<file path="config.mk">
export PLATFORM = sky130hd
export DESIGN_NAME = hsid_anomaly_top
export DESIGN_NICKNAME = d
export VERILOG_FILES = /design/src/source/hsid_pkg.sv /design/src/source/hsid_anomaly_top.sv /design/src/source/hsid_distance_engine.sv /design/src/source/hsid_fifo.sv /design/src/source/hsid_spectral_regs.sv
export SDC_FILE = /design/constraint.sdc
export NUM_CORES = 1
export LEC_CHECK = 0
export ABC_CLOCK_PERIOD_IN_PS = 6740
export BUFFER_PORTS_ARGS = -buffer_cell sky130_fd_sc_hd__buf_2
export CAP_MARGIN = 20
export CELL_PAD_IN_SITES_DETAIL_PLACEMENT = 2
export CELL_PAD_IN_SITES_GLOBAL_PLACEMENT = 2
export CORE_ASPECT_RATIO = 1.2
export CORE_MARGIN = 2
export CORE_UTILIZATION = 34
export CTS_CLUSTER_DIAMETER = 200
export CTS_CLUSTER_SIZE = 14
export DETAILED_ROUTE_END_ITERATION = 10
export PLACE_DENSITY = 0.74
export SETUP_SLACK_MARGIN = 0.15
export SYNTH_ARGS = -nofsm -noshare
export SYNTH_HDL_FRONTEND = slang
export SYNTH_SLANG_ARGS = --single-unit
export TNS_END_PERCENT = 30
</file>
<file path="constraint.sdc">
create_clock -name clk -period 6.74 [get_ports clk]
set_input_delay 1.011 -clock clk [delete_from_list [all_inputs] [get_ports clk]]
set_output_delay 1.011 -clock clk [all_outputs]
set_load 0.005 [all_outputs]
</file>
<file path="src/source/hsid_pkg.sv">
`default_nettype none

package hsid_pkg;

  // Sample path
  localparam int SAMPLE_WIDTH   = 16;  // One band sample
  localparam int NUM_BANDS      = 8;   // Bands per pixel
  localparam int BAND_IDX_WIDTH = 3;   // Holds 0 .. NUM_BANDS-1

  // Eight full-scale differences need three extra bits
  localparam int SAD_WIDTH = 19;

  // Sample FIFO sizing
  localparam int FIFO_DEPTH             = 8;
  localparam int FIFO_ALMOST_FULL_LEVEL = 7;  // Count where almost full rises

  // Configuration bus
  localparam int CFG_ADDR_WIDTH = 4;

  // Register map, 10 to 15 unmapped
  typedef enum logic [CFG_ADDR_WIDTH-1:0] {
    REG_REF_0     = 4'd0,
    REG_REF_1     = 4'd1,
    REG_REF_2     = 4'd2,
    REG_REF_3     = 4'd3,
    REG_REF_4     = 4'd4,
    REG_REF_5     = 4'd5,
    REG_REF_6     = 4'd6,
    REG_REF_7     = 4'd7,
    REG_THRESHOLD = 4'd8,
    REG_CONTROL   = 4'd9   // Bit 0 is enable
  } cfg_reg_e;

endpackage

`default_nettype wire

</file>
<file path="src/source/hsid_anomaly_top.sv">
`default_nettype none

module hsid_anomaly_top
  import hsid_pkg::*;
(
  input  wire logic                      clk,
  input  wire logic                      rst_n,
  input  wire logic                      sample_valid,
  input  wire logic [SAMPLE_WIDTH-1:0]   sample_data,
  input  wire logic                      cfg_wr,
  input  wire logic [CFG_ADDR_WIDTH-1:0] cfg_addr,
  input  wire logic [SAMPLE_WIDTH-1:0]   cfg_wdata,
  output logic                           result_valid,
  output logic      [SAD_WIDTH-1:0]      result_distance,
  output logic                           result_anomaly,
  output logic                           fifo_full,
  output logic                           fifo_almost_full
);

  // FIFO to engine
  logic                    fifo_rd_en;     // Engine pop request
  logic [SAMPLE_WIDTH-1:0] fifo_data_out;  // Popped sample
  logic                    fifo_rd_valid;  // Popped sample is valid

  // Registers to engine
  logic [NUM_BANDS*SAMPLE_WIDTH-1:0] ref_spectrum;
  logic [SAMPLE_WIDTH-1:0]           threshold;
  logic                              enable;

  // Sample buffer, drops input while full
  hsid_fifo #(
    .DATA_WIDTH            (SAMPLE_WIDTH),
    .FIFO_DEPTH            (FIFO_DEPTH),
    .ALMOST_FULL_THRESHOLD (FIFO_ALMOST_FULL_LEVEL)
  ) hsid_fifo_inst (
    .clk         (clk),
    .rst_n       (rst_n),
    .wr_en       (sample_valid),
    .rd_en       (fifo_rd_en),
    .data_in     (sample_data),
    .data_out    (fifo_data_out),
    .rd_valid    (fifo_rd_valid),
    .full        (fifo_full),
    .almost_full (fifo_almost_full),
    .empty       ()                  // Engine never looks at empty
  );

  // Reference spectrum, threshold and enable
  hsid_spectral_regs hsid_spectral_regs_inst (
    .clk          (clk),
    .rst_n        (rst_n),
    .cfg_wr       (cfg_wr),
    .cfg_addr     (cfg_addr),
    .cfg_wdata    (cfg_wdata),
    .ref_spectrum (ref_spectrum),
    .threshold    (threshold),
    .enable       (enable)
  );

  // Per-pixel SAD and anomaly decision
  hsid_distance_engine hsid_distance_engine_inst (
    .clk             (clk),
    .rst_n           (rst_n),
    .enable          (enable),
    .sample_valid    (fifo_rd_valid),
    .sample_data     (fifo_data_out),
    .ref_spectrum    (ref_spectrum),
    .threshold       (threshold),
    .pop             (fifo_rd_en),
    .result_valid    (result_valid),
    .result_distance (result_distance),
    .result_anomaly  (result_anomaly)
  );

endmodule

`default_nettype wire

</file>
<file path="src/source/hsid_distance_engine.sv">
`default_nettype none

module hsid_distance_engine
  import hsid_pkg::*;
(
  input  wire logic                              clk,
  input  wire logic                              rst_n,
  input  wire logic                              enable,
  input  wire logic                              sample_valid,  // FIFO rd_valid
  input  wire logic [SAMPLE_WIDTH-1:0]           sample_data,
  input  wire logic [NUM_BANDS*SAMPLE_WIDTH-1:0] ref_spectrum,
  input  wire logic [SAMPLE_WIDTH-1:0]           threshold,
  output logic                                   pop,
  output logic                                   result_valid,
  output logic      [SAD_WIDTH-1:0]              result_distance,
  output logic                                   result_anomaly
);

  localparam logic [BAND_IDX_WIDTH-1:0] LAST_BAND = BAND_IDX_WIDTH'(NUM_BANDS - 1);

  logic [BAND_IDX_WIDTH-1:0] band_cnt;   // Band of the next sample
  logic [SAD_WIDTH-1:0]      acc;        // Partial SAD of current pixel

  logic [SAMPLE_WIDTH-1:0]   ref_sel;    // Reference for this band
  logic [SAMPLE_WIDTH-1:0]   abs_diff;   // |sample - ref|
  logic [SAD_WIDTH-1:0]      sum_next;   // Accumulator plus this band
  logic [SAD_WIDTH-1:0]      thresh_ext; // Threshold at SAD width
  logic                      last_band;  // Sample closes a pixel

  // FIFO gates the pop on empty itself
  assign pop = enable;

  assign ref_sel = ref_spectrum[band_cnt*SAMPLE_WIDTH +: SAMPLE_WIDTH];

  // Subtract in the order that stays non-negative
  assign abs_diff = (sample_data >= ref_sel) ? (sample_data - ref_sel)
                                             : (ref_sel - sample_data);

  assign sum_next   = acc + SAD_WIDTH'(abs_diff);
  assign thresh_ext = {{(SAD_WIDTH - SAMPLE_WIDTH){1'b0}}, threshold};
  assign last_band  = (band_cnt == LAST_BAND);

  // Band counter and accumulator
  // Samples in flight are absorbed even after enable drops
  always_ff @(posedge clk or negedge rst_n) begin
    if (!rst_n) begin
      band_cnt <= '0;
      acc      <= '0;
    end else if (sample_valid) begin
      if (last_band) begin
        band_cnt <= '0;  // Next pixel starts at band 0
        acc      <= '0;  // Clean sum for next pixel
      end else begin
        band_cnt <= band_cnt + 1'b1;
        acc      <= sum_next;
      end
    end
  end

  // One-cycle result strobe
  always_ff @(posedge clk or negedge rst_n) begin
    if (!rst_n) begin
      result_valid <= 1'b0;
    end else begin
      result_valid <= sample_valid && last_band;
    end
  end

  // Result payload, held until the next pixel closes
  always_ff @(posedge clk) begin
    if (sample_valid && last_band) begin
      result_distance <= sum_next;
      result_anomaly  <= (sum_next > thresh_ext);  // Strictly above threshold
    end
  end

endmodule

`default_nettype wire

</file>
<file path="src/source/hsid_fifo.sv">
`default_nettype none

module hsid_fifo
  import hsid_pkg::*;
#(
  parameter int DATA_WIDTH            = SAMPLE_WIDTH,            // Entry width
  parameter int FIFO_DEPTH            = hsid_pkg::FIFO_DEPTH,    // Number of entries
  parameter int ALMOST_FULL_THRESHOLD = FIFO_ALMOST_FULL_LEVEL   // Count for almost full
) (
  input  wire logic                  clk,
  input  wire logic                  rst_n,
  input  wire logic                  wr_en,
  input  wire logic                  rd_en,
  input  wire logic [DATA_WIDTH-1:0] data_in,
  output logic      [DATA_WIDTH-1:0] data_out,
  output logic                       rd_valid,
  output logic                       full,
  output logic                       almost_full,
  output logic                       empty
);

  // A single-entry FIFO still needs a one-bit pointer
  localparam int ADDR_WIDTH = (FIFO_DEPTH > 1) ? $clog2(FIFO_DEPTH) : 1;
  localparam logic [ADDR_WIDTH-1:0] LAST_ADDR = ADDR_WIDTH'(FIFO_DEPTH - 1);

  logic [DATA_WIDTH-1:0] mem [FIFO_DEPTH];  // Sample storage

  logic [ADDR_WIDTH-1:0] wr_ptr;  // Next slot to write
  logic [ADDR_WIDTH-1:0] rd_ptr;  // Next slot to read
  logic [ADDR_WIDTH:0]   count;   // Occupancy, reaches FIFO_DEPTH

  logic do_write;  // Accepted write this cycle
  logic do_read;   // Pop this cycle

  // Flags straight from the count
  assign full        = (count == (ADDR_WIDTH + 1)'(FIFO_DEPTH));
  assign almost_full = (count >= (ADDR_WIDTH + 1)'(ALMOST_FULL_THRESHOLD));
  assign empty       = (count == '0);

  assign do_write = wr_en && !full;   // Drop when full
  assign do_read  = rd_en && !empty;  // FIFO owns the empty test

  // Occupancy tracking
  always_ff @(posedge clk or negedge rst_n) begin
    if (!rst_n) begin
      count <= '0;
    end else begin
      case ({do_read, do_write})
        2'b01:   count <= count + 1'b1;  // Write only
        2'b10:   count <= count - 1'b1;  // Read only
        default: count <= count;         // Idle or both
      endcase
    end
  end

  // Pointers wrap at depth, not at a power of two
  always_ff @(posedge clk or negedge rst_n) begin
    if (!rst_n) begin
      wr_ptr <= '0;
      rd_ptr <= '0;
    end else begin
      if (do_write) begin
        wr_ptr <= (wr_ptr == LAST_ADDR) ? '0 : wr_ptr + 1'b1;
      end
      if (do_read) begin
        rd_ptr <= (rd_ptr == LAST_ADDR) ? '0 : rd_ptr + 1'b1;
      end
    end
  end

  // Storage write
  always_ff @(posedge clk) begin
    if (do_write) begin
      mem[wr_ptr] <= data_in;
    end
  end

  // Registered read port, only moves on a pop
  always_ff @(posedge clk) begin
    if (do_read) begin
      data_out <= mem[rd_ptr];
    end
  end

  // Marks data_out as fresh for one cycle
  always_ff @(posedge clk or negedge rst_n) begin
    if (!rst_n) begin
      rd_valid <= 1'b0;
    end else begin
      rd_valid <= do_read;
    end
  end

endmodule

`default_nettype wire

</file>
<file path="src/source/hsid_spectral_regs.sv">
`default_nettype none

module hsid_spectral_regs
  import hsid_pkg::*;
(
  input  wire logic                              clk,
  input  wire logic                              rst_n,
  input  wire logic                              cfg_wr,
  input  wire logic [CFG_ADDR_WIDTH-1:0]         cfg_addr,
  input  wire logic [SAMPLE_WIDTH-1:0]           cfg_wdata,
  output logic      [NUM_BANDS*SAMPLE_WIDTH-1:0] ref_spectrum,
  output logic      [SAMPLE_WIDTH-1:0]           threshold,
  output logic                                   enable
);

  logic [SAMPLE_WIDTH-1:0] ref_q [NUM_BANDS];  // Reference spectrum entries
  logic [SAMPLE_WIDTH-1:0] threshold_q;        // Anomaly threshold
  logic                    enable_q;           // Engine drain enable

  cfg_reg_e                  addr_e;    // Decoded address
  logic [BAND_IDX_WIDTH-1:0] ref_idx;   // Band slot for REF writes

  assign addr_e  = cfg_reg_e'(cfg_addr);
  assign ref_idx = cfg_addr[BAND_IDX_WIDTH-1:0];  // REF_0..7 map to 0..7

  // Register writes, take effect on the strobe edge
  always_ff @(posedge clk or negedge rst_n) begin
    if (!rst_n) begin
      for (int i = 0; i < NUM_BANDS; i++) begin
        ref_q[i] <= '0;
      end
      threshold_q <= '0;
      enable_q    <= 1'b0;
    end else if (cfg_wr) begin
      case (addr_e)
        REG_REF_0,
        REG_REF_1,
        REG_REF_2,
        REG_REF_3,
        REG_REF_4,
        REG_REF_5,
        REG_REF_6,
        REG_REF_7: begin
          ref_q[ref_idx] <= cfg_wdata;  // One spectrum entry
        end
        REG_THRESHOLD: begin
          threshold_q <= cfg_wdata;
        end
        REG_CONTROL: begin
          enable_q <= cfg_wdata[0];  // Upper bits ignored
        end
        default: begin
          // Unmapped, nothing changes
        end
      endcase
    end
  end

  // Flatten entries, band 0 in the low slice
  always_comb begin
    for (int i = 0; i < NUM_BANDS; i++) begin
      ref_spectrum[i*SAMPLE_WIDTH +: SAMPLE_WIDTH] = ref_q[i];
    end
  end

  assign threshold = threshold_q;
  assign enable    = enable_q;

endmodule

`default_nettype wire

</file>
==> flow_summary.ini <==
[clocking]
clock_path_buffers = 3
ctsRootBufferMaster = clkbuf_16
clkSinkCount = 343
clock_latency_ns = 0.58
cts_buffers = 28
clk_pin_slew_ns = 0.08
cts_tree = built
hold_buffers = 0
htree_levels = 1

[worst_setup_path]
reg2reg_to = hsid_distance_engine_inst.result_anomaly
r2r_start = hsid_distance_engine_inst.band_cnt[0]
worstSetupStartpointType = register
reg2reg_depth = 27
critPathArrivalTime_ns = 6.69
crit_type = reg2reg
cp-end-kind = register
rrSetupSlack_ns = 0.37
critical_path.max_fanout = 10
worstPathRequired_ns = 7.07

[placed_design]
place.gp.congestion = 0.847
portBuffers = 62
dpl.hpwl_um = 32600
placedCellCount = 1860

[route]
routed_wl_um = 47900
drt_pass1_iterations = 4
ant_nets = 0
drtIter0Drc = 468
drc = 0
num_vias = 10100
wl_per_cell_um = 24.9
drt-vias-per-instance = 5.25

[yosys]
ys_seq_area_frac = 0.562
async_reset_ff_frac = 0.522
synth_edf_count = 164
ys_seq_elements = 343
synth_area_um2 = 16700
yosys_warnings = 0
ys.flop_type = dfrtp_1
synth_area_leader_cell = edfxtp_1
synth_area_leaders = edfxtp_1 29%, dfrtp_1 27%, mux2_2 11%
synth_cell_types = 69
syn_inst = 1154
netlist.area_leader.share = 0.294
synth_nets = 1272
synth.avg_cell_area_um2 = 14.5

[die]
fp.coreArea_um2 = 48900
io_pins = 63
dieArea_um2 = 51100
die_x_um = 207
initial_utilization = 0.343
rows = 89
fp.dieH_um = 247

[cells_and_area]
final_util = 0.399
stdcell_count = 1925
syn_to_final_growth_pct = 16.5
n_antenna_cell = 0
fillers = 4831
multi_input_area_um2 = 7170
nets = 1390
seq_area_um2 = 9410
drive_gt1_frac = 0.372

[global_routing]
antenna_found_initial = 2
grt_max_degree = 77
grt_pass1_wl_um = 72000
track_usage = 0.188
grt-ovfl-total = 0
grt_pass1_vias = 11400

[timing]
max_clock_freq_mhz = 157
rsz0062_at_grt = no
finalSetupTns_ns = 0
hold_violations = 0
slew_headroom = 0.248
period_share = 0.944
tightest_slew_ns = 1.13
layout_min_cycle_time_ns = 6.37
finalSetupViolCount = 0
finClkSkew_ns = 0.0205
maxSlewViolCount = 0

[run]
drv_cap = 0

[worst_hold_path]
hold_path_class = in2async

[status]
status = finished clean
-- logic make-up after synthesis --
| family | count (synthesis) | share of synthesized area |
|---|---|---|
| buffers and inverters | 118 | 0.0299 |
| AOI/OAI and AO/OA | 166 | 0.0707 |
| and+or+nand+nor | 158 | 0.0461 |
| muxes | 259 | 0.215 |
| adders and majority gates | 78 | 0.0601 |
| xor gates and xnor gates | 32 | 0.0167 |
| DFF | 343 | 0.562 |
-- synthesized netlist by cell type, types with 11 or more instances --
| master | number |
|---|---|
| mux2i_1 | 29 |
| xnor2_1 | 20 |
| mux4_2 | 64 |
| edfxtp_1 | 164 |
| buf_2 | 22 |
| a21o_1 | 18 |
| a21oi_1 | 38 |
| nor3_1 | 17 |
| nor2_1 | 32 |
| xor2_1 | 12 |
| ha_1 | 74 |
| nand3_1 | 14 |
| dfrtp_1 | 179 |
| mux2_2 | 166 |
| a22o_1 | 14 |
| o21ai_0 | 29 |
| inv_1 | 63 |
| clkbuf_1 | 26 |
| nand4_1 | 11 |
| nand2_1 | 49 |
-- per-stage QoR --
| stage | setup slack (ns) | hold slack [ns] | cell area, um2 |
|---|---|---|---|
| 2_1_floorplan | 0.439 | 0.453 | 16700 |
| 3_3_place_gp | 0.144 | 0.483 | 18100 |
| 3_5_place_dp | 0.0524 | 0.493 | 18200 |
| 4_1_cts | 0.152 | 0.405 | 19000 |
| 5_1_grt | 0.0819 | 0.429 | 19500 |
| 6_report | 0.374 | 0.407 | 19500 |
-- per-layer routing --
layer | GRT usage | vias to the layer above | share of wire
li1 | - | 4576 | -
met1 | 0.239 | 5323 | 0.42
met2 | 0.333 | 136 | 0.52
met3 | 0.0245 | 58 | 0.029
met4 | 0.0521 | 4 | 0.024
met5 | 0 | - | 0.00044
-- worst max path at each step --
stage,start,endpoint,slack [ns],cells after the start
floorplan,hsid_distance_engine_inst.band_cnt[0],hsid_distance_engine_inst.result_anomaly,0.44,27
global placement,hsid_distance_engine_inst.band_cnt[0],hsid_distance_engine_inst.result_anomaly,0.14,27
detailed placement,hsid_distance_engine_inst.band_cnt[0],hsid_distance_engine_inst.result_anomaly,0.05,26
CTS,hsid_distance_engine_inst.band_cnt[0],hsid_distance_engine_inst.result_anomaly,0.15,26
global route,hsid_distance_engine_inst.band_cnt[0],hsid_distance_engine_inst.result_anomaly,0.08,26
finish,hsid_distance_engine_inst.band_cnt[0],hsid_distance_engine_inst.result_anomaly,0.37,27
-- area by class of cell --
cell class / count / area share
clock buffer: 45 / 0.0403
clock inverter: 1 / 0.000449
inverter: 63 / 0.0121
multi-input combinational: 693 / 0.368
sequential: 343 / 0.482
tap: 637 / 0.0409
timing repair buffer: 143 / 0.0564
-- worst max-delay path, stage by stage, from the launching register on --
cell,delay (ns)
dfrtp_2,0.47
buf_4,0.17
buf_16,0.15
mux4_2,0.51
mux2i_1,0.17
buf_4,0.17
ha_1,0.29
a211oi_2,0.29
nand2_2,0.15
o31ai_4,0.30
a21oi_4,0.06
buf_12,0.14
buf_4,0.13
mux2i_1,0.24
xnor2_2,0.19
ha_1,0.35
a21oi_2,0.24
nor2_1,0.10
a211o_1,0.34
nor2_2,0.18
xnor2_2,0.16
ha_1,0.28
nand2_1,0.06
o21ai_0,0.12
a221oi_2,0.27
o31ai_1,0.11
a21o_1,0.18
a221o_1,0.31
-- state kept, by name, indices dropped and copies added (netlist names) --
signal and count:
hsid_fifo_inst.wr_ptr 3, hsid_distance_engine_inst.acc 19, hsid_fifo_inst.count 4, hsid_distance_engine_inst.result_distance 19, hsid_fifo_inst.data_out 16, hsid_fifo_inst.mem 128, hsid_distance_engine_inst.band_cnt 3, hsid_fifo_inst.rd_valid 1
hsid_spectral_regs_inst.enable 1, hsid_spectral_regs_inst.threshold 16, hsid_fifo_inst.rd_ptr 3, hsid_spectral_regs_inst.ref_spectrum 128, hsid_distance_engine_inst.result_valid 1, hsid_distance_engine_inst.result_anomaly 1
-- timing repair --
action / CTS / global route
setup endpoints to repair: 1 / 1
pin swaps: 1 / 16
resized for setup: 5 / 60
buffers inserted: 1 / 12
cloned: 1 / 2
-- placed cells by master (no fill, tap or decap), types with 8 or more instances in the layout --
cell,synthesis,final
clkbuf_16,0,31
inv_1,63,63
ha_1,74,65
mux4_2,64,64
buf_4,1,68
nand2_1,49,47
mux2_2,166,165
xnor2_1,20,14
mux2i_1,29,24
nand3_1,14,12
a21oi_1,38,32
nand4_1,11,11
edfxtp_1,164,164
clkbuf_1,26,16
nor2_1,32,30
a21o_1,18,18
nand2b_1,8,8
o21ai_0,29,25
nor3_1,17,13
a22o_1,14,14
buf_2,22,61
dfrtp_1,179,176
xor2_1,12,11
Power is left out: the tool's default activity adds up to more than one toggle a clock period on the data nets, which glitch-free logic cannot reach.
